## src/hdl/core_pkg.sv

```systemverilog
package core_pkg;

    localparam int GPR_NUM = 32;
    localparam int GPR_ADDR_W = $clog2(GPR_NUM);

    localparam int ALU_OP_W = 8;
    localparam int ALU_SEL_W = 3;

    // queue depth doubles as the fetch side's starting credit
    localparam int INGRESS_DEPTH = 4;
    localparam int INGRESS_PTR_W = $clog2(INGRESS_DEPTH);
    localparam int INGRESS_CNT_W = $clog2(INGRESS_DEPTH + 1);
    localparam int EGRESS_CREDITS = 2;
    localparam int EGRESS_CNT_W = $clog2(EGRESS_CREDITS + 1);

    // 2r opcodes in bits 31 to 10
    localparam logic [21:0] OPC_TLBSRCH = 22'h1920a;
    localparam logic [21:0] OPC_TLBRD = 22'h1920b;
    localparam logic [21:0] OPC_TLBWR = 22'h1920c;
    localparam logic [21:0] OPC_TLBFILL = 22'h1920d;
    localparam logic [21:0] OPC_ERTN = 22'h1920e;
    localparam logic [21:0] OPC_RDCNTIDV = 22'h18;
    localparam logic [21:0] OPC_RDCNTVH = 22'h19;

    // 3r opcodes in bits 31 to 15
    localparam logic [16:0] OPC_ADDW = 17'h20;
    localparam logic [16:0] OPC_SUBW = 17'h22;
    localparam logic [16:0] OPC_SLT = 17'h24;
    localparam logic [16:0] OPC_SLTU = 17'h25;
    localparam logic [16:0] OPC_AND = 17'h29;
    localparam logic [16:0] OPC_OR = 17'h2a;
    localparam logic [16:0] OPC_XOR = 17'h2b;

    localparam logic [ALU_OP_W-1:0] OP_NOP = 8'd0;
    localparam logic [ALU_OP_W-1:0] OP_TLBSRCH = 8'd1;
    localparam logic [ALU_OP_W-1:0] OP_TLBRD = 8'd2;
    localparam logic [ALU_OP_W-1:0] OP_TLBWR = 8'd3;
    localparam logic [ALU_OP_W-1:0] OP_TLBFILL = 8'd4;
    localparam logic [ALU_OP_W-1:0] OP_ERTN = 8'd5;
    localparam logic [ALU_OP_W-1:0] OP_RDCNTID = 8'd6;
    localparam logic [ALU_OP_W-1:0] OP_RDCNTVL = 8'd7;
    localparam logic [ALU_OP_W-1:0] OP_RDCNTVH = 8'd8;
    localparam logic [ALU_OP_W-1:0] OP_ADD = 8'd9;
    localparam logic [ALU_OP_W-1:0] OP_SUB = 8'd10;
    localparam logic [ALU_OP_W-1:0] OP_SLT = 8'd11;
    localparam logic [ALU_OP_W-1:0] OP_SLTU = 8'd12;
    localparam logic [ALU_OP_W-1:0] OP_AND = 8'd13;
    localparam logic [ALU_OP_W-1:0] OP_OR = 8'd14;
    localparam logic [ALU_OP_W-1:0] OP_XOR = 8'd15;

    localparam logic [ALU_SEL_W-1:0] SEL_NONE = 3'd0;
    localparam logic [ALU_SEL_W-1:0] SEL_ARITH = 3'd1;
    localparam logic [ALU_SEL_W-1:0] SEL_LOGIC = 3'd2;
    localparam logic [ALU_SEL_W-1:0] SEL_CSR = 3'd3;

    typedef struct packed {
        logic [21:0] opcode;
        logic [GPR_ADDR_W-1:0] rj;
        logic [GPR_ADDR_W-1:0] rd;
    } r2_fmt_t;

    typedef struct packed {
        logic [16:0] opcode;
        logic [GPR_ADDR_W-1:0] rk;
        logic [GPR_ADDR_W-1:0] rj;
        logic [GPR_ADDR_W-1:0] rd;
    } r3_fmt_t;

    // same fetched word seen by both decoders
    typedef union packed {
        r2_fmt_t r2;
        r3_fmt_t r3;
    } instr_word_u;

endpackage

```

## src/hdl/decode_if.sv

```systemverilog
interface decode_if;
    import core_pkg::*;

    logic valid;
    logic take;
    logic illegal;
    logic [ALU_OP_W-1:0] aluop;
    logic [ALU_SEL_W-1:0] alusel;
    // {rk, rj}
    logic [1:0] reg_read_valid;
    logic [2*GPR_ADDR_W-1:0] reg_read_addr;
    logic reg_write_valid;
    logic [GPR_ADDR_W-1:0] reg_write_addr;
    logic is_pri;
    logic kernel;
    logic not_commit;

    modport src (
        output valid, illegal, aluop, alusel, reg_read_valid, reg_read_addr,
        output reg_write_valid, reg_write_addr, is_pri, kernel, not_commit,
        input take
    );

    modport sink (
        input valid, illegal, aluop, alusel, reg_read_valid, reg_read_addr,
        input reg_write_valid, reg_write_addr, is_pri, kernel, not_commit,
        output take
    );

endinterface

```

## src/hdl/decode_top.sv

```systemverilog
module decode_top (
    input  logic clk_i,
    input  logic arst_n_i,
    input  logic instr_valid_i,
    input  logic [31:0] instr_i,
    input  logic out_credit_i,
    output logic instr_credit_o,
    output logic out_valid_o,
    output logic out_illegal_o,
    output logic [core_pkg::ALU_OP_W-1:0] out_aluop_o,
    output logic [core_pkg::ALU_SEL_W-1:0] out_alusel_o,
    output logic [1:0] out_reg_read_valid_o,
    output logic [2*core_pkg::GPR_ADDR_W-1:0] out_reg_read_addr_o,
    output logic out_reg_write_valid_o,
    output logic [core_pkg::GPR_ADDR_W-1:0] out_reg_write_addr_o,
    output logic out_is_pri_o,
    output logic out_kernel_o,
    output logic out_not_commit_o
);

    logic [31:0] head_word;
    logic head_valid;
    logic head_pop;

    decode_if dec_bus ();

    instr_ingress u_ingress (
        .clk_i(clk_i),
        .arst_n_i(arst_n_i),
        .instr_valid_i(instr_valid_i),
        .instr_i(instr_i),
        .head_pop_i(head_pop),
        .head_word_o(head_word),
        .head_valid_o(head_valid),
        .instr_credit_o(instr_credit_o)
    );

    decode_unit u_decode (
        .clk_i(clk_i),
        .arst_n_i(arst_n_i),
        .head_word_i(head_word),
        .head_valid_i(head_valid),
        .head_pop_o(head_pop),
        .dec(dec_bus.src)
    );

    dispatch_egress u_egress (
        .clk_i(clk_i),
        .arst_n_i(arst_n_i),
        .out_credit_i(out_credit_i),
        .dec(dec_bus.sink),
        .out_valid_o(out_valid_o),
        .out_illegal_o(out_illegal_o),
        .out_aluop_o(out_aluop_o),
        .out_alusel_o(out_alusel_o),
        .out_reg_read_valid_o(out_reg_read_valid_o),
        .out_reg_read_addr_o(out_reg_read_addr_o),
        .out_reg_write_valid_o(out_reg_write_valid_o),
        .out_reg_write_addr_o(out_reg_write_addr_o),
        .out_is_pri_o(out_is_pri_o),
        .out_kernel_o(out_kernel_o),
        .out_not_commit_o(out_not_commit_o)
    );

endmodule

```

## src/hdl/decode_unit.sv

```systemverilog
module decode_unit (
    input  logic        clk_i,
    input  logic        arst_n_i,
    input  logic [31:0] head_word_i,
    input  logic        head_valid_i,
    output logic        head_pop_o,
    decode_if.src       dec
);
    import core_pkg::*;

    instr_word_u word;
    logic m2, ill2, wv2, pri2, kern2, nc2;
    logic [ALU_OP_W-1:0] op2;
    logic [ALU_SEL_W-1:0] sel2;
    logic [GPR_ADDR_W-1:0] wa2;
    logic m3;
    logic [ALU_OP_W-1:0] op3;
    logic [ALU_SEL_W-1:0] sel3;
    logic [1:0] rv3;
    logic [2*GPR_ADDR_W-1:0] ra3;
    logic [GPR_ADDR_W-1:0] wa3;

    logic n_illegal, n_wv, n_pri, n_kern, n_nc;
    logic [ALU_OP_W-1:0] n_op;
    logic [ALU_SEL_W-1:0] n_sel;
    logic [1:0] n_rv;
    logic [2*GPR_ADDR_W-1:0] n_ra;
    logic [GPR_ADDR_W-1:0] n_wa;

    assign word = head_word_i;

    decoder_2r u_dec2r (
        .word_i(word), .match_o(m2), .illegal_o(ill2), .aluop_o(op2), .alusel_o(sel2),
        .reg_write_valid_o(wv2), .reg_write_addr_o(wa2), .is_pri_o(pri2),
        .kernel_o(kern2), .not_commit_o(nc2)
    );

    decoder_3r u_dec3r (
        .word_i(word), .match_o(m3), .aluop_o(op3), .alusel_o(sel3),
        .reg_read_valid_o(rv3), .reg_read_addr_o(ra3), .reg_write_addr_o(wa3)
    );

    // 2r wins over 3r and anything unmatched goes out illegal and zeroed
    always_comb begin
        n_illegal = 1'b0;
        n_op = OP_NOP;
        n_sel = SEL_NONE;
        n_rv = 2'b00;
        n_ra = '0;
        n_wv = 1'b0;
        n_wa = '0;
        n_pri = 1'b0;
        n_kern = 1'b0;
        n_nc = 1'b0;
        if (m2 && ill2) begin
            n_illegal = 1'b1;
        end else if (m2) begin
            n_op = op2;
            n_sel = sel2;
            n_wv = wv2;
            n_wa = wa2;
            n_pri = pri2;
            n_kern = kern2;
            n_nc = nc2;
        end else if (m3) begin
            n_op = op3;
            n_sel = sel3;
            n_rv = rv3;
            n_ra = ra3;
            n_wv = 1'b1;
            n_wa = wa3;
        end else begin
            n_illegal = 1'b1;
        end
    end

    // refill when empty or draining this cycle
    assign head_pop_o = head_valid_i && (!dec.valid || dec.take);

    always_ff @(posedge clk_i or negedge arst_n_i) begin
        if (!arst_n_i) begin
            dec.valid <= 1'b0;
        end else if (head_pop_o) begin
            dec.valid <= 1'b1;
        end else if (dec.take) begin
            dec.valid <= 1'b0;
        end
    end

    always_ff @(posedge clk_i) begin
        if (head_pop_o) begin
            dec.illegal <= n_illegal;
            dec.aluop <= n_op;
            dec.alusel <= n_sel;
            dec.reg_read_valid <= n_rv;
            dec.reg_read_addr <= n_ra;
            dec.reg_write_valid <= n_wv;
            dec.reg_write_addr <= n_wa;
            dec.is_pri <= n_pri;
            dec.kernel <= n_kern;
            dec.not_commit <= n_nc;
        end
    end

endmodule

```

## src/hdl/decoder_2r.sv

```systemverilog
module decoder_2r (
    input  core_pkg::instr_word_u word_i,
    output logic match_o,
    output logic illegal_o,
    output logic [core_pkg::ALU_OP_W-1:0] aluop_o,
    output logic [core_pkg::ALU_SEL_W-1:0] alusel_o,
    output logic reg_write_valid_o,
    output logic [core_pkg::GPR_ADDR_W-1:0] reg_write_addr_o,
    output logic is_pri_o,
    output logic kernel_o,
    output logic not_commit_o
);
    import core_pkg::*;

    always_comb begin
        match_o = 1'b1;
        illegal_o = 1'b0;
        aluop_o = OP_NOP;
        alusel_o = SEL_NONE;
        reg_write_valid_o = 1'b0;
        reg_write_addr_o = '0;
        is_pri_o = 1'b0;
        kernel_o = 1'b0;
        not_commit_o = 1'b0;
        case (word_i.r2.opcode)
            OPC_TLBSRCH: begin
                aluop_o = OP_TLBSRCH;
                is_pri_o = 1'b1;
                kernel_o = 1'b1;
            end
            OPC_TLBRD: begin
                aluop_o = OP_TLBRD;
                is_pri_o = 1'b1;
                kernel_o = 1'b1;
            end
            OPC_TLBWR: begin
                aluop_o = OP_TLBWR;
                is_pri_o = 1'b1;
                kernel_o = 1'b1;
            end
            OPC_TLBFILL: begin
                aluop_o = OP_TLBFILL;
                is_pri_o = 1'b1;
                kernel_o = 1'b1;
            end
            // ertn leaves without a normal commit
            OPC_ERTN: begin
                aluop_o = OP_ERTN;
                is_pri_o = 1'b1;
                kernel_o = 1'b1;
                not_commit_o = 1'b1;
            end
            OPC_RDCNTIDV: begin
                alusel_o = SEL_CSR;
                is_pri_o = 1'b1;
                // rd zero selects the counter id into rj
                if (word_i.r2.rd == '0) begin
                    reg_write_valid_o = 1'b1;
                    reg_write_addr_o = word_i.r2.rj;
                    aluop_o = OP_RDCNTID;
                end else if (word_i.r2.rj == '0) begin
                    reg_write_valid_o = 1'b1;
                    reg_write_addr_o = word_i.r2.rd;
                    aluop_o = OP_RDCNTVL;
                end else begin
                    illegal_o = 1'b1;
                end
            end
            OPC_RDCNTVH: begin
                aluop_o = OP_RDCNTVH;
                alusel_o = SEL_CSR;
                is_pri_o = 1'b1;
                reg_write_valid_o = 1'b1;
                reg_write_addr_o = word_i.r2.rd;
            end
            default: begin
                match_o = 1'b0;
            end
        endcase
    end

endmodule

```

## src/hdl/decoder_3r.sv

```systemverilog
module decoder_3r (
    input  core_pkg::instr_word_u word_i,
    output logic match_o,
    output logic [core_pkg::ALU_OP_W-1:0] aluop_o,
    output logic [core_pkg::ALU_SEL_W-1:0] alusel_o,
    output logic [1:0] reg_read_valid_o,
    output logic [2*core_pkg::GPR_ADDR_W-1:0] reg_read_addr_o,
    output logic [core_pkg::GPR_ADDR_W-1:0] reg_write_addr_o
);
    import core_pkg::*;

    always_comb begin
        match_o = 1'b1;
        aluop_o = OP_NOP;
        alusel_o = SEL_NONE;
        case (word_i.r3.opcode)
            OPC_ADDW: begin
                aluop_o = OP_ADD;
                alusel_o = SEL_ARITH;
            end
            OPC_SUBW: begin
                aluop_o = OP_SUB;
                alusel_o = SEL_ARITH;
            end
            OPC_SLT: begin
                aluop_o = OP_SLT;
                alusel_o = SEL_ARITH;
            end
            OPC_SLTU: begin
                aluop_o = OP_SLTU;
                alusel_o = SEL_ARITH;
            end
            OPC_AND: begin
                aluop_o = OP_AND;
                alusel_o = SEL_LOGIC;
            end
            OPC_OR: begin
                aluop_o = OP_OR;
                alusel_o = SEL_LOGIC;
            end
            OPC_XOR: begin
                aluop_o = OP_XOR;
                alusel_o = SEL_LOGIC;
            end
            default: begin
                match_o = 1'b0;
            end
        endcase
    end

    // every 3r op reads rk and rj and writes rd
    assign reg_read_valid_o = match_o ? 2'b11 : 2'b00;
    assign reg_read_addr_o = match_o ? {word_i.r3.rk, word_i.r3.rj} : '0;
    assign reg_write_addr_o = match_o ? word_i.r3.rd : '0;

endmodule

```

## src/hdl/dispatch_egress.sv

```systemverilog
module dispatch_egress (
    input  logic clk_i,
    input  logic arst_n_i,
    input  logic out_credit_i,
    decode_if.sink dec,
    output logic out_valid_o,
    output logic out_illegal_o,
    output logic [core_pkg::ALU_OP_W-1:0] out_aluop_o,
    output logic [core_pkg::ALU_SEL_W-1:0] out_alusel_o,
    output logic [1:0] out_reg_read_valid_o,
    output logic [2*core_pkg::GPR_ADDR_W-1:0] out_reg_read_addr_o,
    output logic out_reg_write_valid_o,
    output logic [core_pkg::GPR_ADDR_W-1:0] out_reg_write_addr_o,
    output logic out_is_pri_o,
    output logic out_kernel_o,
    output logic out_not_commit_o
);
    import core_pkg::*;

    logic [EGRESS_CNT_W-1:0] credit_cnt;
    logic xfer;

    assign dec.take = dec.valid && (credit_cnt != '0);
    assign xfer = dec.valid && dec.take;

    // take and a returned credit may land in the same cycle
    always_ff @(posedge clk_i or negedge arst_n_i) begin
        if (!arst_n_i) begin
            credit_cnt <= EGRESS_CNT_W'(EGRESS_CREDITS);
            out_valid_o <= 1'b0;
        end else begin
            credit_cnt <= credit_cnt - EGRESS_CNT_W'(xfer) + EGRESS_CNT_W'(out_credit_i);
            out_valid_o <= xfer;
        end
    end

    always_ff @(posedge clk_i) begin
        if (xfer) begin
            out_illegal_o <= dec.illegal;
            out_aluop_o <= dec.aluop;
            out_alusel_o <= dec.alusel;
            out_reg_read_valid_o <= dec.reg_read_valid;
            out_reg_read_addr_o <= dec.reg_read_addr;
            out_reg_write_valid_o <= dec.reg_write_valid;
            out_reg_write_addr_o <= dec.reg_write_addr;
            out_is_pri_o <= dec.is_pri;
            out_kernel_o <= dec.kernel;
            out_not_commit_o <= dec.not_commit;
        end
    end

endmodule

```

## src/hdl/instr_ingress.sv

```systemverilog
module instr_ingress (
    input  logic        clk_i,
    input  logic        arst_n_i,
    input  logic        instr_valid_i,
    input  logic [31:0] instr_i,
    input  logic        head_pop_i,
    output logic [31:0] head_word_o,
    output logic        head_valid_o,
    output logic        instr_credit_o
);
    import core_pkg::*;

    logic [31:0] mem [INGRESS_DEPTH];
    logic [INGRESS_PTR_W-1:0] wr_ptr;
    logic [INGRESS_PTR_W-1:0] rd_ptr;
    logic [INGRESS_CNT_W-1:0] count;
    logic full;
    logic push;
    logic pop;

    assign full = (count == INGRESS_CNT_W'(INGRESS_DEPTH));
    assign push = instr_valid_i && !full;
    assign pop = head_pop_i && head_valid_o;

    assign head_valid_o = (count != '0);
    assign head_word_o = mem[rd_ptr];

    always_ff @(posedge clk_i) begin
        if (push) begin
            mem[wr_ptr] <= instr_i;
        end
    end

    always_ff @(posedge clk_i or negedge arst_n_i) begin
        if (!arst_n_i) begin
            wr_ptr <= '0;
            rd_ptr <= '0;
            count <= '0;
        end else begin
            if (push) begin
                wr_ptr <= wr_ptr + INGRESS_PTR_W'(1);
            end
            if (pop) begin
                rd_ptr <= rd_ptr + INGRESS_PTR_W'(1);
            end
            count <= count + INGRESS_CNT_W'(push) - INGRESS_CNT_W'(pop);
        end
    end

    // one credit back to fetch per released slot
    always_ff @(posedge clk_i or negedge arst_n_i) begin
        if (!arst_n_i) begin
            instr_credit_o <= 1'b0;
        end else begin
            instr_credit_o <= pop;
        end
    end

endmodule

```

## config.mk

```make
export PLATFORM = sky130hd
export DESIGN_NAME = decode_top
export DESIGN_NICKNAME = d
export VERILOG_FILES = /design/src/hdl/core_pkg.sv /design/src/hdl/decode_if.sv /design/src/hdl/decode_top.sv /design/src/hdl/decode_unit.sv /design/src/hdl/decoder_2r.sv /design/src/hdl/decoder_3r.sv /design/src/hdl/dispatch_egress.sv /design/src/hdl/instr_ingress.sv
export SDC_FILE = /design/constraint.sdc
export NUM_CORES = 1
export LEC_CHECK = 0
export BUFFER_PORTS_ARGS = -buffer_cell sky130_fd_sc_hd__buf_2
export CAP_MARGIN = 0
export CORE_MARGIN = 10
export CORE_UTILIZATION = 50
export CTS_BUF_LIST = sky130_fd_sc_hd__clkbuf_8
export DETAILED_ROUTE_END_ITERATION = 10
export PLACE_DENSITY_LB_ADDON = 0.25
export SYNTH_ARGS = -nofsm -noshare
export SYNTH_HDL_FRONTEND = slang
export SYNTH_SLANG_ARGS = --single-unit
```

## constraint.sdc

```tcl
create_clock -name clk_i -period 7.7 [get_ports clk_i]
set_input_delay 0.77 -clock clk_i [delete_from_list [all_inputs] [get_ports clk_i]]
set_output_delay 0.77 -clock clk_i [all_outputs]
set_load 0.005 [all_outputs]
```

### After elaboration in Yosys (flattened, before gate mapping)

Memory sizes are Yosys's and may differ from the RTL's.
Index checks and enable logic that the tools add are counted.

| word-level totals | value |
|---|---|
| memories kept | 1 |
| word-level logic and storage cells | 109 |
| output and inout port bits | 35 |
| bits of input ports | 36 |
| register bits after elaboration | 78 |
| RAM bits | 128 |

Memory list:

| memory | depth | width | read ports | clocked after memory_dff | wr ports | RTL line | RTL |
|---|---|---|---|---|---|---|---|
| u_ingress.mem | 4 | 32 | 1 | 0 | 1 | instr_ingress.sv:13 | `logic [31:0] mem [INGRESS_DEPTH];` |

| cells by class | value |
|---|---|
| reduce and logical (&&, ||, !) cells | 23 |
| eq/ne operators | 15 |
| muxes and demuxes | 35 |
| $add $sub $neg | 6 |
| bitwise gates (word level) | 2 |

Operators by type and width:

| kind | count |
|---|---|
| 17-bit by 6-bit equality test with 1-bit output, second input constant | 7 |
| 22-bit by 17-bit equality test with 1-bit output, second input constant | 5 |
| 4-bit one-hot mux with 7 select lines | 2 |
| 22-bit by 5-bit equality test with 1-bit output, second input constant | 2 |
| 5-bit two-way mux | 4 |
| 1-bit two-way mux | 18 |
| 7-bit OR reduction | 2 |
| 5-bit logical NOT | 2 |
| 5-bit one-hot mux with 2 select lines | 1 |
| 3-bit two-way mux | 3 |
| 8-bit two-way mux | 1 |
| 1-bit logical AND | 6 |
| 2-bit two-way mux | 3 |
| 2-bit OR reduction | 3 |
| 3-bit OR reduction | 2 |
| 5-bit OR reduction | 1 |
| 2-bit by 1-bit adder with 2-bit output, second input constant | 2 |
| 4-bit two-way mux | 1 |
| 2-bit one-hot mux with 2 select lines | 1 |
| 2-bit nonzero test | 2 |
| 4-bit OR reduction | 1 |
| 3-bit by 1-bit adder with 3-bit output | 1 |
| 3-bit equality test, second input constant | 1 |
| 3-bit nonzero test | 1 |
| other kinds (7) | 9 |

### Logic depth before layout (Yosys ltp)

Gate-level depths: netlist (run 1).
An unclocked memory read counts as a cell.

| depth | value |
|---|---|
| depth in word-level cells | 7 |
| gate-level depth with buffers | 10 |

### Modules after synthesis

A second synthesis (run 1) with hierarchy kept.

| unflattened totals | value |
|---|---|
| cell total of the unflattened synthesis | 482 |
| area, all modules | 8563.2 sq um |

Modules (own cells, without submodules):

| module | area each (sq um) | cells an instance | instances | seq. area each (sq um) |
|---|---|---|---|---|
| instr_ingress | 5156.2 | 209 | 1 | 4043.9 |
| decode_unit | 1390.1 | 92 | 1 | 1016.0 |
| dispatch_egress | 1131.1 | 42 | 1 | 1067.3 |
| decoder_3r | 462.9 | 73 | 1 | 0.0 |
| decoder_2r | 422.9 | 66 | 1 | 0.0 |

### Worst setup path after synthesis (run 1)

Ideal clock, no wire load.

| timing | value |
|---|---|
| kind | reg2reg |
| from | register u_egress.credit_cnt[1] |
| to | register u_ingress.count[2] |
| cell stages (with the launch flop) | 10 |
| data arrival time | 3452 ps |
| required time | 7576 ps |
| buffers on the path | 0 |
| slack | 4124 ps |
| cells stage by stage | dfstp_2 -> nor2_1 -> a21oi_1 -> ha_1 -> inv_1 -> ha_1 -> inv_1 -> fa_1 -> xnor2_1 -> xnor2_1 |

| on the way | value |
|---|---|
| word-level cells in the longest chain between the ends | 6 |

RTL lines:

| what | RTL line | RTL |
|---|---|---|
| from (decl) | dispatch_egress.sv:20 | `logic [EGRESS_CNT_W-1:0] credit_cnt;` |
| from (signal assigned) | dispatch_egress.sv:29 | `credit_cnt <= EGRESS_CNT_W'(EGRESS_CREDITS);` |
| from (signal assigned) | dispatch_egress.sv:32 | `credit_cnt <= credit_cnt - EGRESS_CNT_W'(xfer) + EGRESS_CNT_W'(out_credit_i);` |
| 2-bit nonzero test | dispatch_egress.sv:23 | `assign dec.take = dec.valid && (credit_cnt != '0);` |
| 1-bit logical AND | dispatch_egress.sv:23 |  |
| 1-bit logical OR | decode_unit.sv:78 | `assign head_pop_o = head_valid_i && (!dec.valid \|\| dec.take);` |
| 1-bit logical AND | decode_unit.sv:78 |  |
| named net head_pop | decode_top.sv:23 | `logic head_pop;` |
| 1-bit logical AND | instr_ingress.sv:23 | `assign pop = head_pop_i && head_valid_o;` |
| 3-bit by 1-bit subtractor with 3-bit output | instr_ingress.sv:46 | `count <= count + INGRESS_CNT_W'(push) - INGRESS_CNT_W'(pop);` |
| to (signal assigned) | instr_ingress.sv:46 |  |
| to (decl) | instr_ingress.sv:16 | `logic [INGRESS_CNT_W-1:0] count;` |

The timed path passes the listed nets, and every way through them passes these cells.
A chain may end at the register's enable or synchronous reset.

### Final worst setup path (run 1)

| timing | value |
|---|---|
| from | register u_ingress.rd_ptr[0] |
| to | register u_decode.dec.reg_write_addr[0] (data pin) |

| on the way | value |
|---|---|
| word-level cells in the longest chain between the ends | 6 |

RTL lines:

| what | RTL line | RTL |
|---|---|---|
| from (decl) | instr_ingress.sv:15 | `logic [INGRESS_PTR_W-1:0] rd_ptr;` |
| from (signal assigned) | instr_ingress.sv:44 | `rd_ptr <= rd_ptr + INGRESS_PTR_W'(1);` |
| memory 4 x 32 bit (*) | - |  |
| 17-bit by 6-bit equality test with 1-bit output or 5-bit logical NOT (tied branches) | decoder_3r.sv:16, decoder_2r.sv:61 |  |
| 7-bit OR reduction (no source line), or another cell as far along | - |  |
| 1-bit two-way mux, or another cell as far along | decoder_3r.sv:16 | `case (word_i.r3.opcode)` |
| 5-bit two-way mux, or another cell as far along | decode_unit.sv:65 | `end else if (m3) begin` |
| 5-bit two-way mux or 1-bit logical AND (tied branches) | decode_unit.sv:57, decode_unit.sv:55 |  |
| to (signal assigned) | decode_unit.sv:98 | `dec.reg_write_addr <= n_wa;` |
| to (decl) | decode_if.sv:20 | `output reg_write_valid, reg_write_addr, is_pri, kernel, not_commit,` |

Every way passes the cells marked *; elsewhere a longest branch is shown, timed or not.

==> flow_summary.html, run 1 <==
<table>
<tr><th>Metric</th><th>Value</th></tr>
<tr><th colspan="2">Cells and area</th></tr>
<tr><td>Layout overhead on the synthesized area</td><td>11.8%</td></tr>
<tr><td>Total Nets Final</td><td>between 400 and 500</td></tr>
<tr><td>Post-route standard cell area excluding fillers</td><td>8320 um2</td></tr>
<tr><td>Leading cell type in the layout, fill and taps excluded</td><td>sky130_fd_sc_hd__edfxtp_1</td></tr>
<tr><td>Share of layout cells above drive strength 1</td><td>29.5%</td></tr>
<tr><td>Final core utilization</td><td>a little under three fifths</td></tr>
<tr><td>Leading cell types in the layout, fill and taps excluded</td><td>sky130_fd_sc_hd__edfxtp_1 (182), sky130_fd_sc_hd__buf_2 (65), sky130_fd_sc_hd__mux4_2 (18), sky130_fd_sc_hd__clkbuf_8 (17), sky130_fd_sc_hd__and2_1 (15)</td></tr>
<tr><th colspan="2">Setup path</th></tr>
<tr><td>Termination of the worst setup path</td><td>u_decode.dec.reg_write_addr[0]$_SDFFCE_PP0P_</td></tr>
<tr><td>Required time of the critical path</td><td>~8000 ps</td></tr>
<tr><td>Number of cells traversed by the worst register-to-register path</td><td>7</td></tr>
<tr><td>Sort of element at the end of the critical path</td><td>flop</td></tr>
<tr><td>Endpoint of the most critical register-to-register path</td><td>u_decode.dec.reg_write_addr[0]$_SDFFCE_PP0P_</td></tr>
<tr><td>Path type of the worst setup path</td><td>reg -&gt; reg</td></tr>
<tr><td>Crit path launch</td><td>u_ingress.rd_ptr[0]$_DFFE_PN0P_</td></tr>
<tr><td>Flop-to-flop setup slack</td><td>between 4000 and 5000 ps</td></tr>
<tr><td>Critical register-to-register path startpoint</td><td>u_ingress.rd_ptr[0]$_DFFE_PN0P_</td></tr>
<tr><td>Highest net fanout along the worst path</td><td>37</td></tr>
<tr><td>CP Data Arrival Time</td><td>approximately 3700 ps</td></tr>
<tr><td>Sort of element at the start of the critical path</td><td>flop</td></tr>
<tr><th colspan="2">Floorplan</th></tr>
<tr><td>Die Width</td><td>roughly 140 um</td></tr>
<tr><td>Full die area</td><td>20200 um2</td></tr>
<tr><td>I/O pin count</td><td>between 70 and 80</td></tr>
<tr><td>Total core area</td><td>between 10000 and 15000 um2</td></tr>
<tr><td>Die Height</td><td>approximately 140 um</td></tr>
<tr><td>Initial cell density of the core</td><td>between 50% and 60%</td></tr>
<tr><td>Number of cell rows</td><td>44</td></tr>
<tr><th colspan="2">Synthesis</th></tr>
<tr><td>Most instantiated flip-flop cell in the synthesis netlist</td><td>sky130_fd_sc_hd__edfxtp_1</td></tr>
<tr><td>Synthesized cell area</td><td>7440 um2</td></tr>
<tr><td>Yosys warns</td><td>0</td></tr>
<tr><td>Synth cell types</td><td>between 50 and 60</td></tr>
<tr><td>Number of enable flip-flop cells after synthesis</td><td>~180</td></tr>
<tr><td>Syn Area/Cell</td><td>about 20 um2</td></tr>
<tr><td>Share of flip-flops with an asynchronous set or reset</td><td>slightly above 6%</td></tr>
<tr><td>Post-Syn Instances</td><td>around 370</td></tr>
<tr><td>Register area share after synthesis</td><td>77.5%</td></tr>
<tr><td>FF+latch count, synth</td><td>about 190</td></tr>
<tr><th colspan="2">Route</th></tr>
<tr><td>Detailed-route DRC error count</td><td>0</td></tr>
<tr><td>Sum of met2 wire segment lengths after detailed routing</td><td>roughly 5700 um</td></tr>
<tr><td>Top routing layer in use</td><td>met4</td></tr>
<tr><td>DRT Pass-1 Iters</td><td>4</td></tr>
<tr><td>Routed length on met3</td><td>around 960 um</td></tr>
<tr><td>Per-cell via count in the routed design</td><td>5.36</td></tr>
<tr><td>Final routed wire length divided by cell count</td><td>~18 um</td></tr>
<tr><td>Routed metal-1 wire length</td><td>about 5200 um</td></tr>
<tr><td>Total number of vias</td><td>~3500</td></tr>
<tr><td>WL final</td><td>around 12000 um</td></tr>
<tr><td>Post-DRT Antenna Nets</td><td>0</td></tr>
<tr><td>DRT iter0 DRCs</td><td>277</td></tr>
<tr><th colspan="2">Power and ir drop</th></tr>
<tr><td>Total power</td><td>just over 3 mW</td></tr>
<tr><td>Peak ir drop on the vdd network</td><td>roughly 0.15 mV</td></tr>
<tr><td>Static Leakage</td><td>3.00 nW</td></tr>
<tr><td>Power per Cell Area</td><td>372 nW/um2</td></tr>
<tr><th colspan="2">STA</th></tr>
<tr><td>Relative slew slack</td><td>approximately two fifths</td></tr>
<tr><td>Min Clock Period, post-route</td><td>3370 ps</td></tr>
<tr><td>Final total negative setup slack</td><td>0 ps</td></tr>
<tr><td>Setup Skew</td><td>between 8 and 9 ps</td></tr>
<tr><td>Number of max-slew violations in the final report</td><td>0</td></tr>
<tr><td>Part of the cycle the worst path needs</td><td>between 40% and 50%</td></tr>
<tr><td>Slew at the pin with the worst max-slew slack</td><td>roughly 890 ps</td></tr>
<tr><td>Final Hold Viols</td><td>0</td></tr>
<tr><td>Unrepaired setup endpoints after global routing</td><td>false</td></tr>
<tr><td>Final number of setup-violating endpoints</td><td>0</td></tr>
<tr><td>Max Clock Freq</td><td>just under 0.3 GHz</td></tr>
<tr><th colspan="2">CTS</th></tr>
<tr><td>Hold Buf Count CTS</td><td>0</td></tr>
<tr><td>Clock tree from TritonCTS</td><td>built</td></tr>
<tr><td>Register clock-pin slew on the reported worst setup and hold paths</td><td>approximately 90 ps</td></tr>
<tr><td>Max H-tree Level</td><td>4</td></tr>
<tr><td>Clock tree sinks</td><td>between 150 and 200</td></tr>
<tr><td>Clock network latency to the later pin of the worst-skew pair</td><td>460 ps</td></tr>
<tr><td>Resize count post-CTS</td><td>0</td></tr>
<tr><td>TritonCTS buffer count</td><td>17</td></tr>
<tr><td>Number of buffers between clock root and the deepest sink</td><td>2</td></tr>
<tr><td>Clock root buffer</td><td>sky130_fd_sc_hd__clkbuf_8</td></tr>
<tr><td>Post-CTS setup repair buffer count</td><td>0</td></tr>
<tr><th colspan="2">GRT</th></tr>
<tr><td>Number of global-route vias before repair</td><td>between 3000 and 4000</td></tr>
<tr><td>Number of antenna violations at the first check in global routing</td><td>0</td></tr>
<tr><td>Maximum number of pins on one net before global-route repair</td><td>39</td></tr>
<tr><td>Global-route wire length before repair</td><td>a little under 20000 um</td></tr>
<tr><td>Total routing usage reported by global routing</td><td>between 10 and 15%</td></tr>
<tr><td>Remaining global-route overflow</td><td>0</td></tr>
<tr><th colspan="2">Place</th></tr>
<tr><td>HPWL after DPL</td><td>7840 um</td></tr>
<tr><td>Area after DPL</td><td>roughly 8000 um2</td></tr>
<tr><td>Port buffer count</td><td>65</td></tr>
<tr><td>Placer congestion estimate</td><td>just under 0.8</td></tr>
<tr><th colspan="2">Min path</th></tr>
<tr><td>Hold Path Class</td><td>in -&gt; async</td></tr>
<tr><th colspan="2">Status</th></tr>
<tr><td>Result of the run</td><td>complete, no violations</td></tr>
<tr><th colspan="2">Flow run</th></tr>
<tr><td>Total of max-cap violations</td><td>0</td></tr>
</table>
report_power, final:
group	total, mW	switching (mW)	internal, mW
logic	0.889	0.548	0.342
registers	1.60	0.0731	1.53
clock network	0.605	0.346	0.259
synth_stat cells (all sizes together) (8+ instances only):
library cell / number / area, um2
and2: 16 / 100
buf: 16 / 125
dfrtp: 11 / 275
edfxtp: 182 / 5470
ha: 8 / 100
inv: 11 / 41.3
mux4: 23 / 537
nand2: 9 / 33.8
nor2: 11 / 43.8
nor3: 8 / 61.3
area by class of cell:
class,count,area [um2]
Fill cell,1114,6210
Clock buffer,17,234
Tap cell,184,230
Multi-Input combinational cell,156,1530
Antenna cell,1,2.50
Timing Repair Buffer,72,378
Inverter,11,41.3
Clock inverter,15,135
Sequential cell,194,5770
logic make-up (layout without fill, tap and decap cells):
| logic type | count (synthesis) | in the layout | share of synthesized area [%] |
|---|---|---|---|
| compound gates | 34 | 34 | 3.40 |
| xor+xnor | 8 | 8 | 0.942 |
| fa+ha+maj | 9 | 9 | 1.61 |
| buf+inv | 27 | 115 | 2.24 |
| flops | 194 | 194 | 77.5 |
| mux | 29 | 29 | 8.05 |
| other cells | 1 | 6 | 0.0504 |
| simple gates | 71 | 71 | 6.22 |
through the flow:
stage	hold WS, ps	instances	setup slack, ps
2_1_floorplan	400	377	4120
3_3_place_gp	407	617	4410
3_5_place_dp	408	617	4340
4_1_cts	151	649	4300
5_1_grt	169	649	4050
6_report	176	650	4330
flip-flops by register name, indices dropped and copies added, names as in the netlist, 2 cells and up:
register / flops
u_ingress.count: 3
u_ingress.rd_ptr: 2
u_egress.out_aluop_o: 4
u_decode.dec.aluop: 4
u_decode.dec.reg_read_addr: 10
u_ingress.mem: 128
u_decode.dec.alusel: 2
u_egress.out_reg_read_addr_o: 10
u_egress.out_reg_write_addr_o: 5
u_egress.out_alusel_o: 2
u_decode.dec.reg_write_addr: 5
u_ingress.wr_ptr: 2
u_egress.credit_cnt: 2
critical path: stages (launching register included):
cell and delay [ps]:
sky130_fd_sc_hd__dfrtp_2 350, sky130_fd_sc_hd__buf_4 490, sky130_fd_sc_hd__mux4_1 710, sky130_fd_sc_hd__nor4_4 330, sky130_fd_sc_hd__nand4_2 230, sky130_fd_sc_hd__a221oi_2 730
sky130_fd_sc_hd__a21o_1 220, sky130_fd_sc_hd__a22o_1 160
worst min path at each step:
stage | start | end | slack, ps | cells after the start
2_1_floorplan | u_decode.dec.aluop[0]$_SDFFCE_PP0P_ | u_egress.out_aluop_o[0]$_DFFE_PP_ | 400 | 0
3_5_place_dp | u_decode.dec.reg_read_addr[9]$_SDFFCE_PP0P_ | u_egress.out_reg_read_addr_o[9]$_DFFE_PP_ | 410 | 0
6_report | arst_n_i | u_ingress.wr_ptr[0]$_DFFE_PN0P_ | 180 | 1
5_1_grt | arst_n_i | u_ingress.count[1]$_DFF_PN0_ | 170 | 1
3_3_place_gp | u_decode.dec.is_pri$_SDFFCE_PP0P_ | u_egress.out_is_pri_o$_DFFE_PP_ | 410 | 0
4_1_cts | arst_n_i | u_ingress.wr_ptr[0]$_DFFE_PN0P_ | 150 | 1
per-layer routing:
metal / up-vias / global-route usage (%)
li1: 1638 / -
met1: 1718 / 15.9
met2: 114 / 18.8
met3: 13 / 4.84
met4: 0 / 5.70
met5: - / 0
No activity file was read; power rests on OpenSTA's default activity.
==> inputs of run 2 (changes only) <==
==> constraint.sdc (replaced) <==
create_clock -name clk_i -period 3.14 [get_ports clk_i]
set_input_delay 0.314 -clock clk_i [delete_from_list [all_inputs] [get_ports clk_i]]
set_output_delay 0.314 -clock clk_i [all_outputs]
set_load 0.005 [all_outputs]
==> run 2 against run 1 <==
Final cell count is 1.2% higher. Critical path depth up 1. Core utilization up 1.1 points. Critical endpoint is now u_decode.dec.reg_write_addr[4]$_SDFFCE_PP0P_. Flip-flop and latch count is the same. Setup slack got worse by 4100 ps. Via count is 0.78% lower. Worst hold slack got worse by 110 ps. Largest power group unchanged. Sequential share of layout area is 1.3 points lower. Register-to-register slack worse by 4100 ps. Largest cell class unchanged.
==> flow_summary.html, run 2 (synthesis gave the netlist of run 1 again) <==
<table>
<tr><th>Metric</th><th>Value</th></tr>
<tr><th colspan="2">Status</th></tr>
<tr><td>Result of the run</td><td>complete, no violations (unchanged)</td></tr>
<tr><th colspan="2">CTS</th></tr>
<tr><td>TritonCTS buffer count</td><td>17 (unchanged)</td></tr>
<tr><td>Register clock-pin slew on the reported worst setup and hold paths</td><td>90 ps (about the same)</td></tr>
<tr><td>Max H-tree Level</td><td>4 (unchanged)</td></tr>
<tr><td>Clock network latency to the later pin of the worst-skew pair</td><td>460 ps (about the same)</td></tr>
<tr><td>Clock tree sinks</td><td>194 (unchanged)</td></tr>
<tr><td>Clock root buffer</td><td>sky130_fd_sc_hd__clkbuf_8 (unchanged)</td></tr>
<tr><td>Clock tree from TritonCTS</td><td>built (unchanged)</td></tr>
<tr><td>Number of buffers between clock root and the deepest sink</td><td>2 (unchanged)</td></tr>
<tr><td>Post-CTS setup repair buffer count</td><td>0 (unchanged)</td></tr>
<tr><th colspan="2">Cells and area</th></tr>
<tr><td>Leading cell type in the layout, fill and taps excluded</td><td>sky130_fd_sc_hd__edfxtp_1 (unchanged)</td></tr>
<tr><td>Leading cell types in the layout, fill and taps excluded</td><td>sky130_fd_sc_hd__edfxtp_1 (182), sky130_fd_sc_hd__buf_2 (65), sky130_fd_sc_hd__mux4_2 (18), sky130_fd_sc_hd__clkbuf_8 (17), sky130_fd_sc_hd__and2_1 (16) (was sky130_fd_sc_hd__edfxtp_1 (182), sky130_fd_sc_hd__buf_2 (65), sky130_fd_sc_hd__mux4_2 (18), sky130_fd_sc_hd__clkbuf_8 (17), sky130_fd_sc_hd__and2_1 (15))</td></tr>
<tr><td>Share of layout cells above drive strength 1</td><td>30.8% (was 29.5%)</td></tr>
<tr><td>Total Nets Final</td><td>506 (was 497)</td></tr>
<tr><td>Top flop regs</td><td>u_ingress.mem (128), u_decode.dec.reg_read_addr (10), u_egress.out_reg_read_addr_o (10) (unchanged)</td></tr>
<tr><td>Largest register FFs</td><td>128 (unchanged)</td></tr>
<tr><td>Inserted Diodes</td><td>0 (was 1)</td></tr>
<tr><td>Layout overhead on the synthesized area</td><td>14.0% (was 11.8%)</td></tr>
<tr><td>Register bank with the most flops</td><td>u_ingress.mem (unchanged)</td></tr>
<tr><th colspan="2">STA</th></tr>
<tr><td>Final Hold Viols</td><td>0 (unchanged)</td></tr>
<tr><td>Final total negative setup slack</td><td>0 ps (unchanged)</td></tr>
<tr><td>Number of max-slew violations in the final report</td><td>0 (unchanged)</td></tr>
<tr><td>Min Clock Period, post-route</td><td>2900 ps (was 3370 ps)</td></tr>
<tr><td>Slew at the pin with the worst max-slew slack</td><td>660 ps (was 894 ps)</td></tr>
<tr><td>Part of the cycle the worst path needs</td><td>92.5% (was 43.8%)</td></tr>
<tr><td>Setup Skew</td><td>9.90 ps (was 9.00 ps)</td></tr>
<tr><td>Relative slew slack</td><td>55.9% (was 40.4%)</td></tr>
<tr><td>Unrepaired setup endpoints after global routing</td><td>false (unchanged)</td></tr>
<tr><td>Max Clock Freq</td><td>0.344 GHz (was 0.297 GHz)</td></tr>
<tr><td>Final number of setup-violating endpoints</td><td>0 (unchanged)</td></tr>
<tr><th colspan="2">Power and ir drop</th></tr>
<tr><td>Peak ir drop on the vdd network</td><td>0.451 mV (was 0.155 mV)</td></tr>
<tr><td>Power per Cell Area</td><td>928 nW/um2 (was 372 nW/um2)</td></tr>
<tr><td>Total power</td><td>7.87 mW (was 3.09 mW)</td></tr>
<tr><td>Static Leakage</td><td>3.07 nW (was 3.00 nW)</td></tr>
<tr><th colspan="2">Flow run</th></tr>
<tr><td>Total of max-cap violations</td><td>0 (unchanged)</td></tr>
<tr><th colspan="2">Route</th></tr>
<tr><td>DRT Pass-1 Iters</td><td>4 (unchanged)</td></tr>
<tr><td>DRT iter0 DRCs</td><td>291 (was 277)</td></tr>
<tr><td>Detailed-route DRC error count</td><td>0 (unchanged)</td></tr>
<tr><td>Final routed wire length divided by cell count</td><td>18.4 um (was 18.5 um)</td></tr>
<tr><td>Per-cell via count in the routed design</td><td>5.25 (was 5.36)</td></tr>
<tr><td>Total number of vias</td><td>3456 (was 3483)</td></tr>
<tr><td>WL final</td><td>12100 um (was 12000 um)</td></tr>
<tr><td>Post-DRT Antenna Nets</td><td>0 (unchanged)</td></tr>
<tr><th colspan="2">Setup path</th></tr>
<tr><td>Top delay family on crit path</td><td>simple AND/OR/NAND/NOR gates (was compound AO/OA/AOI/OAI gates)</td></tr>
<tr><td>Largest incremental delay on the critical path</td><td>590 ps (was 730 ps)</td></tr>
<tr><td>CP Data Arrival Time</td><td>3240 ps (was 3700 ps)</td></tr>
<tr><td>Path type of the worst setup path</td><td>reg -&gt; reg (unchanged)</td></tr>
<tr><td>Ordered list of cells on the worst path</td><td>buf_4 -&gt; or3b_1 -&gt; o311a_1 -&gt; nor3_2 -&gt; nand3_1 -&gt; nor3_4 -&gt; nor3b_4 -&gt; a22o_1 (was buf_4 -&gt; mux4_1 -&gt; nor4_4 -&gt; nand4_2 -&gt; a221oi_2 -&gt; a21o_1 -&gt; a22o_1)</td></tr>
<tr><td>Number of cells traversed by the worst register-to-register path</td><td>8 (was 7)</td></tr>
<tr><td>Slowest stage cell on the critical path</td><td>sky130_fd_sc_hd__dfrtp_4 (was sky130_fd_sc_hd__a221oi_2)</td></tr>
<tr><td>Number of gates on the worst path with buffers counted</td><td>8 (was 7)</td></tr>
<tr><td>Sort of element at the end of the critical path</td><td>flop (unchanged)</td></tr>
<tr><td>Highest net fanout along the worst path</td><td>14 (was 37)</td></tr>
<tr><td>Sort of element at the start of the critical path</td><td>flop (unchanged)</td></tr>
<tr><td>Buf+Inv Stages, Crit Path</td><td>1 (unchanged)</td></tr>
<tr><td>Required time of the critical path</td><td>3470 ps (was 8030 ps)</td></tr>
<tr><th colspan="2">GRT</th></tr>
<tr><td>Global-route wire length before repair</td><td>19400 um (was 19500 um)</td></tr>
<tr><td>Total routing usage reported by global routing</td><td>12.5% (about the same)</td></tr>
<tr><td>Number of antenna violations at the first check in global routing</td><td>1 (was 0)</td></tr>
<tr><td>Remaining global-route overflow</td><td>0 (unchanged)</td></tr>
<tr><td>Number of global-route vias before repair</td><td>3668 (was 3606)</td></tr>
<tr><td>Maximum number of pins on one net before global-route repair</td><td>39 (unchanged)</td></tr>
<tr><th colspan="2">Place</th></tr>
<tr><td>Placer congestion estimate</td><td>0.796 (was 0.789)</td></tr>
<tr><td>HPWL after DPL</td><td>8080 um (was 7840 um)</td></tr>
<tr><td>Port buffer count</td><td>65 (unchanged)</td></tr>
<tr><th colspan="2">Floorplan</th></tr>
<tr><td>Full die area</td><td>20200 um2 (unchanged)</td></tr>
<tr><td>Number of cell rows</td><td>44 (unchanged)</td></tr>
<tr><td>Total core area</td><td>14500 um2 (unchanged)</td></tr>
<tr><td>I/O pin count</td><td>71 (unchanged)</td></tr>
<tr><td>Die Width</td><td>142 um (unchanged)</td></tr>
<tr><td>Die Height</td><td>142 um (unchanged)</td></tr>
<tr><td>Initial cell density of the core</td><td>51.2% (unchanged)</td></tr>
<tr><th colspan="2">Min path</th></tr>
<tr><td>Hold Path Class</td><td>in -&gt; reg (was in -&gt; async)</td></tr>
<tr><td>Hold Crit Depth</td><td>1</td></tr>
</table>
run 2: changes by cell type in the layout (fill, tap and decap cells not counted), moves of 2 or more:
cell	before	now
sky130_fd_sc_hd__buf_12	0	2
sky130_fd_sc_hd__buf_4	7	13
sky130_fd_sc_hd__bufinv_16	1	4
sky130_fd_sc_hd__inv_1	12	10
sky130_fd_sc_hd__inv_6	3	1
run 2: through the flow:
stage	cells	hold WS (ps)	worst slack (ps)	instance area [um2]	utilization, %
2_1_floorplan	377	18.4	280	7460	-
3_3_place_gp	625	223	209	8030	55.3
3_5_place_dp	625	223	198	8030	55.3
4_1_cts	658	33.4	146	8480	58.4
5_1_grt	658	37.8	2.05	8490	58.4
6_report	658	63.2	235	8490	58.4
run 2: final cells by class:
cell class              instances  area (um2)
clock inverters                15         208
flip-flops and latches        194        5770
repair buffers                 81         473
clock buffers                  17         234
multi-input cells             156        1530
fillers                      1081        6050
inverters                      11        41.3
well taps                     184         230
run 2: power breakdown:
part	switching, mW	leakage (nW)	total (mW)	internal [mW]
clock network	0.851	0.210	1.73	0.877
logic	1.30	0.985	2.18	0.883
registers	0.223	1.88	3.96	3.74
total	2.37	3.07	7.87	5.50
run 2: routing by layer:
metal | part of all wire [%] | routed length [um] | track usage (%)
met5 | 0.099 | 12 | 0
met4 | 1.3 | 158 | 4.52
met3 | 6.1 | 734 | 4.34
met2 | 48 | 5770 | 19.3
met1 | 45 | 5400 | 16.0
run 2: worst paths after layout:
path / startpoint / end / slack, ps
max: u_ingress.rd_ptr[0]$_DFFE_PN0P_ / u_decode.dec.reg_write_addr[4]$_SDFFCE_PP0P_ / 240
min: instr_i[12] / u_ingress.mem[1][12]$_DFFE_PP_ / 60
max reg2reg: u_ingress.rd_ptr[0]$_DFFE_PN0P_ / u_decode.dec.reg_write_addr[4]$_SDFFCE_PP0P_ / 240
min reg2reg: u_decode.dec.reg_read_addr[8]$_SDFFCE_PP0P_ / u_egress.out_reg_read_addr_o[8]$_DFFE_PP_ / 420
max in group asynchronous: arst_n_i / u_egress.credit_cnt[1]$_DFF_PN1_ / 2600
min in group asynchronous: arst_n_i / u_ingress.wr_ptr[1]$_DFFE_PN0P_ / 260
run 2: timing repair:
| item | CTS | global route |
|---|---|---|
| hold buffers | 1 | 0 |
| setup endpoints to repair | 0 | 6 |
| resized for setup | 0 | 1 |
| hold endpoints to repair | 12 | 0 |
==> inputs of run 3 (changes only) <==
--- a/config.mk
+++ b/config.mk
@@ -5,10 +5,11 @@
 export SDC_FILE = /design/constraint.sdc
 export NUM_CORES = 1
 export LEC_CHECK = 0
+export ABC_AREA = 1
 export BUFFER_PORTS_ARGS = -buffer_cell sky130_fd_sc_hd__buf_2
 export CAP_MARGIN = 0
 export CORE_MARGIN = 10
-export CORE_UTILIZATION = 50
+export CORE_UTILIZATION = 55
 export CTS_BUF_LIST = sky130_fd_sc_hd__clkbuf_8
 export DETAILED_ROUTE_END_ITERATION = 10
 export PLACE_DENSITY_LB_ADDON = 0.25
==> run 3 against run 2 <==
Register-to-register slack improved by 250 ps. Count of clock-buffer cells in the layout unchanged. Synthesized cell count grew 87%. Final cell count up 47%. Setup slack better by 250 ps. Design area rose by 5.4%. Combinational power increased by 32%. Non-clock buffer count is 5 lower. Largest cell class unchanged. Largest power group unchanged.
==> flow_summary.html, run 3 <==
<table>
<tr><th>Metric</th><th>Value</th></tr>
<tr><th colspan="2">GRT</th></tr>
<tr><td>Number of global-route vias before repair</td><td>4925 (was 3668)</td></tr>
<tr><td>Remaining global-route overflow</td><td>0 (unchanged)</td></tr>
<tr><td>Global-route wire length before repair</td><td>24200 um (was 19400 um)</td></tr>
<tr><td>Maximum number of pins on one net before global-route repair</td><td>60 (was 39)</td></tr>
<tr><td>Number of antenna violations at the first check in global routing</td><td>0 (was 1)</td></tr>
<tr><td>Total routing usage reported by global routing</td><td>15.3% (was 12.5%)</td></tr>
<tr><th colspan="2">Min path</th></tr>
<tr><td>Hold Path Class</td><td>in -&gt; reg (unchanged)</td></tr>
<tr><td>WHS Endpoint</td><td>u_ingress.mem[0][16]$_DFFE_PP_ (was u_ingress.mem[1][12]$_DFFE_PP_)</td></tr>
<tr><td>Hold Crit Depth</td><td>1 (unchanged)</td></tr>
<tr><td>Startpoint of the lowest-slack hold path</td><td>instr_i[16] (was instr_i[12])</td></tr>
<tr><th colspan="2">STA</th></tr>
<tr><td>Final number of setup-violating endpoints</td><td>0 (unchanged)</td></tr>
<tr><td>Final Hold Viols</td><td>0 (unchanged)</td></tr>
<tr><td>Unrepaired setup endpoints after global routing</td><td>false (unchanged)</td></tr>
<tr><td>Crit path setup slack, layout</td><td>489 ps (was 235 ps)</td></tr>
<tr><td>Relative slew slack</td><td>60.2% (was 55.9%)</td></tr>
<tr><td>Max Clock Freq</td><td>0.377 GHz (was 0.344 GHz)</td></tr>
<tr><td>Min Clock Period, post-route</td><td>2650 ps (was 2900 ps)</td></tr>
<tr><td>Setup Skew</td><td>10.8 ps (was 9.90 ps)</td></tr>
<tr><td>Slew at the pin with the worst max-slew slack</td><td>598 ps (was 660 ps)</td></tr>
<tr><td>Worst hold-check slack</td><td>54.5 ps (was 63.2 ps)</td></tr>
<tr><td>Number of max-slew violations in the final report</td><td>0 (unchanged)</td></tr>
<tr><td>Part of the cycle the worst path needs</td><td>84.4% (was 92.5%)</td></tr>
<tr><td>Final total negative setup slack</td><td>0 ps (unchanged)</td></tr>
<tr><th colspan="2">Place</th></tr>
<tr><td>Port buffer count</td><td>65 (unchanged)</td></tr>
<tr><td>Worst slack at placement</td><td>505 ps (was 198 ps)</td></tr>
<tr><td>HPWL after DPL</td><td>9610 um (was 8080 um)</td></tr>
<tr><td>Placer congestion estimate</td><td>0.891 (was 0.796)</td></tr>
<tr><td>Number of placed instances with taps included</td><td>933 (was 625)</td></tr>
<tr><th colspan="2">Setup path</th></tr>
<tr><td>Path type of the worst setup path</td><td>reg -&gt; reg (unchanged)</td></tr>
<tr><td>Largest incremental delay on the critical path</td><td>490 ps (was 590 ps)</td></tr>
<tr><td>Flop-to-flop setup slack</td><td>490 ps (was 240 ps)</td></tr>
<tr><td>Ordered list of cells on the worst path</td><td>buf_4 -&gt; nand2_1 -&gt; nand3_1 -&gt; nand2_1 -&gt; nand2_1 -&gt; inv_1 -&gt; nand2_1 -&gt; nor2_1 -&gt; o21ai_1 -&gt; nand3_2 -&gt; nand2_1 -&gt; nand3_1 (was buf_4 -&gt; or3b_1 -&gt; o311a_1 -&gt; nor3_2 -&gt; nand3_1 -&gt; nor3_4 -&gt; nor3b_4 -&gt; a22o_1)</td></tr>
<tr><td>Slowest stage cell on the critical path</td><td>sky130_fd_sc_hd__buf_4 (was sky130_fd_sc_hd__dfrtp_4)</td></tr>
<tr><td>Critical register-to-register path startpoint</td><td>u_ingress.rd_ptr[0]$_DFFE_PN0P_ (unchanged)</td></tr>
<tr><td>Endpoint of the most critical register-to-register path</td><td>u_decode.dec.reg_write_addr[1]$_SDFFCE_PP0P_ (was u_decode.dec.reg_write_addr[4]$_SDFFCE_PP0P_)</td></tr>
<tr><td>Number of cells traversed by the worst register-to-register path</td><td>12 (was 8)</td></tr>
<tr><td>Highest net fanout along the worst path</td><td>58 (was 14)</td></tr>
<tr><td>Required time of the critical path</td><td>3350 ps (was 3470 ps)</td></tr>
<tr><td>Most numerous cell on the critical path</td><td>sky130_fd_sc_hd__nand2_1</td></tr>
<tr><td>Top delay family on crit path</td><td>simple AND/OR/NAND/NOR gates (unchanged)</td></tr>
<tr><td>Buf+Inv Stages, Crit Path</td><td>2 (was 1)</td></tr>
<tr><td>CP Data Arrival Time</td><td>2870 ps (was 3240 ps)</td></tr>
<tr><td>Sort of element at the end of the critical path</td><td>flop (unchanged)</td></tr>
<tr><td>Sort of element at the start of the critical path</td><td>flop (unchanged)</td></tr>
<tr><th colspan="2">Cells and area</th></tr>
<tr><td>Largest register FFs</td><td>128 (unchanged)</td></tr>
<tr><td>Share of layout cells above drive strength 1</td><td>17.4% (was 30.8%)</td></tr>
<tr><td>Top flop regs</td><td>u_ingress.mem (128), u_decode.dec.reg_read_addr (10), u_egress.out_reg_read_addr_o (10) (unchanged)</td></tr>
<tr><td>Total Nets Final</td><td>814 (was 506)</td></tr>
<tr><td>Final cell count without fillers</td><td>966 (was 658)</td></tr>
<tr><td>Inserted Diodes</td><td>0 (unchanged)</td></tr>
<tr><td>Final core utilization</td><td>61.8% (was 58.4%)</td></tr>
<tr><td>Leading cell types in the layout, fill and taps excluded</td><td>sky130_fd_sc_hd__nand2_1 (228), sky130_fd_sc_hd__edfxtp_1 (182), sky130_fd_sc_hd__nand3_1 (86), sky130_fd_sc_hd__buf_2 (65), sky130_fd_sc_hd__inv_1 (46) (was sky130_fd_sc_hd__edfxtp_1 (182), sky130_fd_sc_hd__buf_2 (65), sky130_fd_sc_hd__mux4_2 (18), sky130_fd_sc_hd__clkbuf_8 (17), sky130_fd_sc_hd__and2_1 (16))</td></tr>
<tr><td>Leading cell type in the layout, fill and taps excluded</td><td>sky130_fd_sc_hd__nand2_1 (was sky130_fd_sc_hd__edfxtp_1)</td></tr>
<tr><td>Layout overhead on the synthesized area</td><td>10.8% (was 14.0%)</td></tr>
<tr><td>Number of fill cells in the layout</td><td>1173 (was 1081)</td></tr>
<tr><td>Register bank with the most flops</td><td>u_ingress.mem (unchanged)</td></tr>
<tr><th colspan="2">Power and ir drop</th></tr>
<tr><td>Power per Cell Area</td><td>929 nW/um2 (was 928 nW/um2)</td></tr>
<tr><td>Share of total power in the clock network</td><td>18.3% (was 22.0%)</td></tr>
<tr><td>Sequential share of power</td><td>47.0% (was 50.3%)</td></tr>
<tr><td>Fraction of power consumed by combinational cells</td><td>34.7% (was 27.7%)</td></tr>
<tr><td>Static Leakage</td><td>3.71 nW (was 3.07 nW)</td></tr>
<tr><td>Internal power component</td><td>5.25 mW (was 5.50 mW)</td></tr>
<tr><td>Switching Power</td><td>3.06 mW (was 2.37 mW)</td></tr>
<tr><td>Switching Share</td><td>36.8% (was 30.1%)</td></tr>
<tr><td>Peak ir drop on the vdd network</td><td>0.520 mV (was 0.451 mV)</td></tr>
<tr><th colspan="2">Route</th></tr>
<tr><td>WL final</td><td>14700 um (was 12100 um)</td></tr>
<tr><td>Per-cell via count in the routed design</td><td>5.15 (was 5.25)</td></tr>
<tr><td>Post-DRT Antenna Nets</td><td>0 (unchanged)</td></tr>
<tr><td>Final routed wire length divided by cell count</td><td>15.2 um (was 18.4 um)</td></tr>
<tr><td>Total number of vias</td><td>4972 (was 3456)</td></tr>
<tr><td>Detailed-route DRC error count</td><td>0 (unchanged)</td></tr>
<tr><td>DRT iter0 DRCs</td><td>431 (was 291)</td></tr>
<tr><td>DRT Pass-1 Iters</td><td>5 (was 4)</td></tr>
<tr><th colspan="2">Synthesis</th></tr>
<tr><td>Register area share after synthesis</td><td>71.5% (was 77.5%)</td></tr>
<tr><td>Cell types with the largest area share after synthesis</td><td>sky130_fd_sc_hd__edfxtp_1 (68%), sky130_fd_sc_hd__nand2_1 (11%), sky130_fd_sc_hd__nand3_1 (5.3%) (was sky130_fd_sc_hd__edfxtp_1 (73%), sky130_fd_sc_hd__mux4_2 (5.4%), sky130_fd_sc_hd__dfrtp_1 (3.7%))</td></tr>
<tr><td>Proportion of netlist area held by the largest area contributor</td><td>67.7% (was 73.4%)</td></tr>
<tr><td>FF+latch count, synth</td><td>194 (unchanged)</td></tr>
<tr><td>Number of enable flip-flop cells after synthesis</td><td>182 (unchanged)</td></tr>
<tr><td>Library cell with the highest instance count after synthesis</td><td>sky130_fd_sc_hd__nand2_1 (was sky130_fd_sc_hd__edfxtp_1)</td></tr>
<tr><td>Synth top cells by count</td><td>sky130_fd_sc_hd__nand2_1 (228), sky130_fd_sc_hd__edfxtp_1 (182), sky130_fd_sc_hd__nand3_1 (86) (was sky130_fd_sc_hd__edfxtp_1 (182), sky130_fd_sc_hd__mux4_2 (18), sky130_fd_sc_hd__and2_1 (16))</td></tr>
<tr><td>Synth cell types</td><td>35 (was 59)</td></tr>
<tr><td>Synthesized cell area</td><td>8070 um2 (was 7440 um2)</td></tr>
<tr><td>Share of flip-flops with an asynchronous set or reset</td><td>6.19% (unchanged)</td></tr>
<tr><td>Syn Area/Cell</td><td>11.6 um2 (was 20.0 um2)</td></tr>
<tr><td>Yosys warns</td><td>0 (unchanged)</td></tr>
<tr><td>Post-Syn Instances</td><td>698 (was 373)</td></tr>
<tr><td>Post-synth top area cell</td><td>sky130_fd_sc_hd__edfxtp_1 (unchanged)</td></tr>
<tr><td>Most instantiated flip-flop cell in the synthesis netlist</td><td>sky130_fd_sc_hd__edfxtp_1 (unchanged)</td></tr>
<tr><th colspan="2">Floorplan</th></tr>
<tr><td>Die Width</td><td>141 um (was 142 um)</td></tr>
<tr><td>I/O pin count</td><td>71 (unchanged)</td></tr>
<tr><td>Full die area</td><td>19900 um2 (was 20200 um2)</td></tr>
<tr><td>Initial cell density of the core</td><td>55.7% (was 51.2%)</td></tr>
<tr><td>Total core area</td><td>14500 um2 (about the same)</td></tr>
<tr><td>Die Height</td><td>141 um (was 142 um)</td></tr>
<tr><td>Number of cell rows</td><td>44 (unchanged)</td></tr>
<tr><th colspan="2">CTS</th></tr>
<tr><td>Clock network latency to the later pin of the worst-skew pair</td><td>460 ps (about the same)</td></tr>
<tr><td>Clock tree from TritonCTS</td><td>built (unchanged)</td></tr>
<tr><td>Register clock-pin slew on the reported worst setup and hold paths</td><td>90 ps (about the same)</td></tr>
<tr><td>Clock root buffer</td><td>sky130_fd_sc_hd__clkbuf_8 (unchanged)</td></tr>
<tr><td>Clock tree sinks</td><td>194 (unchanged)</td></tr>
<tr><td>Post-CTS setup repair buffer count</td><td>0 (unchanged)</td></tr>
<tr><td>TritonCTS buffer count</td><td>17 (unchanged)</td></tr>
<tr><td>Number of buffers between clock root and the deepest sink</td><td>2 (unchanged)</td></tr>
<tr><td>Max H-tree Level</td><td>4 (unchanged)</td></tr>
<tr><th colspan="2">Flow run</th></tr>
<tr><td>Total of max-cap violations</td><td>0 (unchanged)</td></tr>
<tr><th colspan="2">Status</th></tr>
<tr><td>Result of the run</td><td>complete, no violations (unchanged)</td></tr>
</table>
[run 3: cell count changes after synthesis, sizes merged, moves of 5 or more]
cell and delta:
nand2 +224, nor3 -7, a22o -6, inv +47, nand3 +84, and2 -13, nand4 +5, buf +11
mux4 -23, nor2 +41
[run 3: worst register-to-register path, cell delays in order (launching register included)]
cell and delay, ps:
sky130_fd_sc_hd__dfrtp_1 370, sky130_fd_sc_hd__buf_4 490, sky130_fd_sc_hd__nand2_1 120, sky130_fd_sc_hd__nand3_1 130, sky130_fd_sc_hd__nand2_1 100, sky130_fd_sc_hd__nand2_1 110
sky130_fd_sc_hd__inv_1 60, sky130_fd_sc_hd__nand2_1 140, sky130_fd_sc_hd__nor2_1 100, sky130_fd_sc_hd__o21ai_1 260, sky130_fd_sc_hd__nand3_2 320, sky130_fd_sc_hd__nand2_1 150
sky130_fd_sc_hd__nand3_1 70
[run 3: per-layer routing]
layer / GRT usage (%) / vias to the layer above / routed length, um
met4: 6.14 / 0 / 260
met1: 19.9 / 2326 / 6520
met3: 4.87 / 25 / 995
met5: 0 / - / 0
li1: - / 2479 / -
met2: 23.3 / 142 / 6920
[run 3: timing repair]
| action | in CTS | in global routing |
|---|---|---|
| gates resized for setup | 0 | 0 |
| endpoints found under the setup margin | 0 | 0 |
| hold endpoints to repair | 12 | 0 |
| hold buffers | 1 | 0 |
[run 3: per-stage QoR]
step / cell area (um2) / total power [mW]
CTS: 8940 / 8.37
detailed placement: 8560 / 6.85
global placement: 8560 / 6.72
finish: 8940 / 8.31
global route: 8940 / 8.93
floorplan: 8080 / 5.96
[run 3: kinds of logic after synthesis]
family / count (synthesis) / share of synthesized area [%]
XOR/XNOR: 6 / 0.651
other: 1 / 0.0465
AND/OR/NAND/NOR: 386 / 20.3
adder cells (fa/ha/maj): 9 / 1.49
AO/OA/AOI/OAI: 15 / 1.02
flip-flops: 194 / 71.5
buffers and inverters: 87 / 5.02
[run 3: worst max-delay path by stage]
| stage | start | endpoint | cells past startpoint |
|---|---|---|---|
| final | u_ingress.rd_ptr[0]$_DFFE_PN0P_ | u_decode.dec.reg_write_addr[1]$_SDFFCE_PP0P_ | 12 |
| after global routing | u_ingress.rd_ptr[0]$_DFFE_PN0P_ | u_decode.dec.reg_write_addr[1]$_SDFFCE_PP0P_ | 14 |
| after CTS | u_ingress.rd_ptr[0]$_DFFE_PN0P_ | u_decode.dec.reg_write_addr[2]$_SDFFCE_PP0P_ | 14 |
| after detailed placement | u_ingress.rd_ptr[0]$_DFFE_PN0P_ | u_decode.dec.reg_write_addr[2]$_SDFFCE_PP0P_ | 14 |
| after global placement | u_ingress.rd_ptr[0]$_DFFE_PN0P_ | u_decode.dec.reg_write_addr[2]$_SDFFCE_PP0P_ | 12 |
| after floorplan | u_egress.credit_cnt[1]$_DFF_PN1_ | u_ingress.count[2]$_DFF_PN0_ | 11 |
[run 3: power groups by stage]
| stage | combinational [mW] | sequential [mW] | clock (mW) |
|---|---|---|---|
| 3_3_place_gp | 2.78 | 3.94 | 0 |
| 2_1_floorplan | 1.98 | 3.98 | 0 |
| 4_1_cts | 2.90 | 3.91 | 1.56 |
| 3_5_place_dp | 2.89 | 3.97 | 0 |
| 5_1_grt | 3.28 | 3.97 | 1.68 |
| 6_report | 2.88 | 3.90 | 1.52 |
[run 3: cell type report]
| class | count | area (um2) | share of cell area (%) |
|---|---|---|---|
| Tap cell | 184 | 230 | 2.57 |
| Multi-Input combinational cell | 421 | 1920 | 21.5 |
| Clock buffer | 17 | 234 | 2.62 |
| Clock inverter | 15 | 141 | 1.58 |
| Timing Repair Buffer | 76 | 423 | 4.73 |
| Sequential cell | 194 | 5770 | 64.5 |
| Inverter | 59 | 221 | 2.48 |
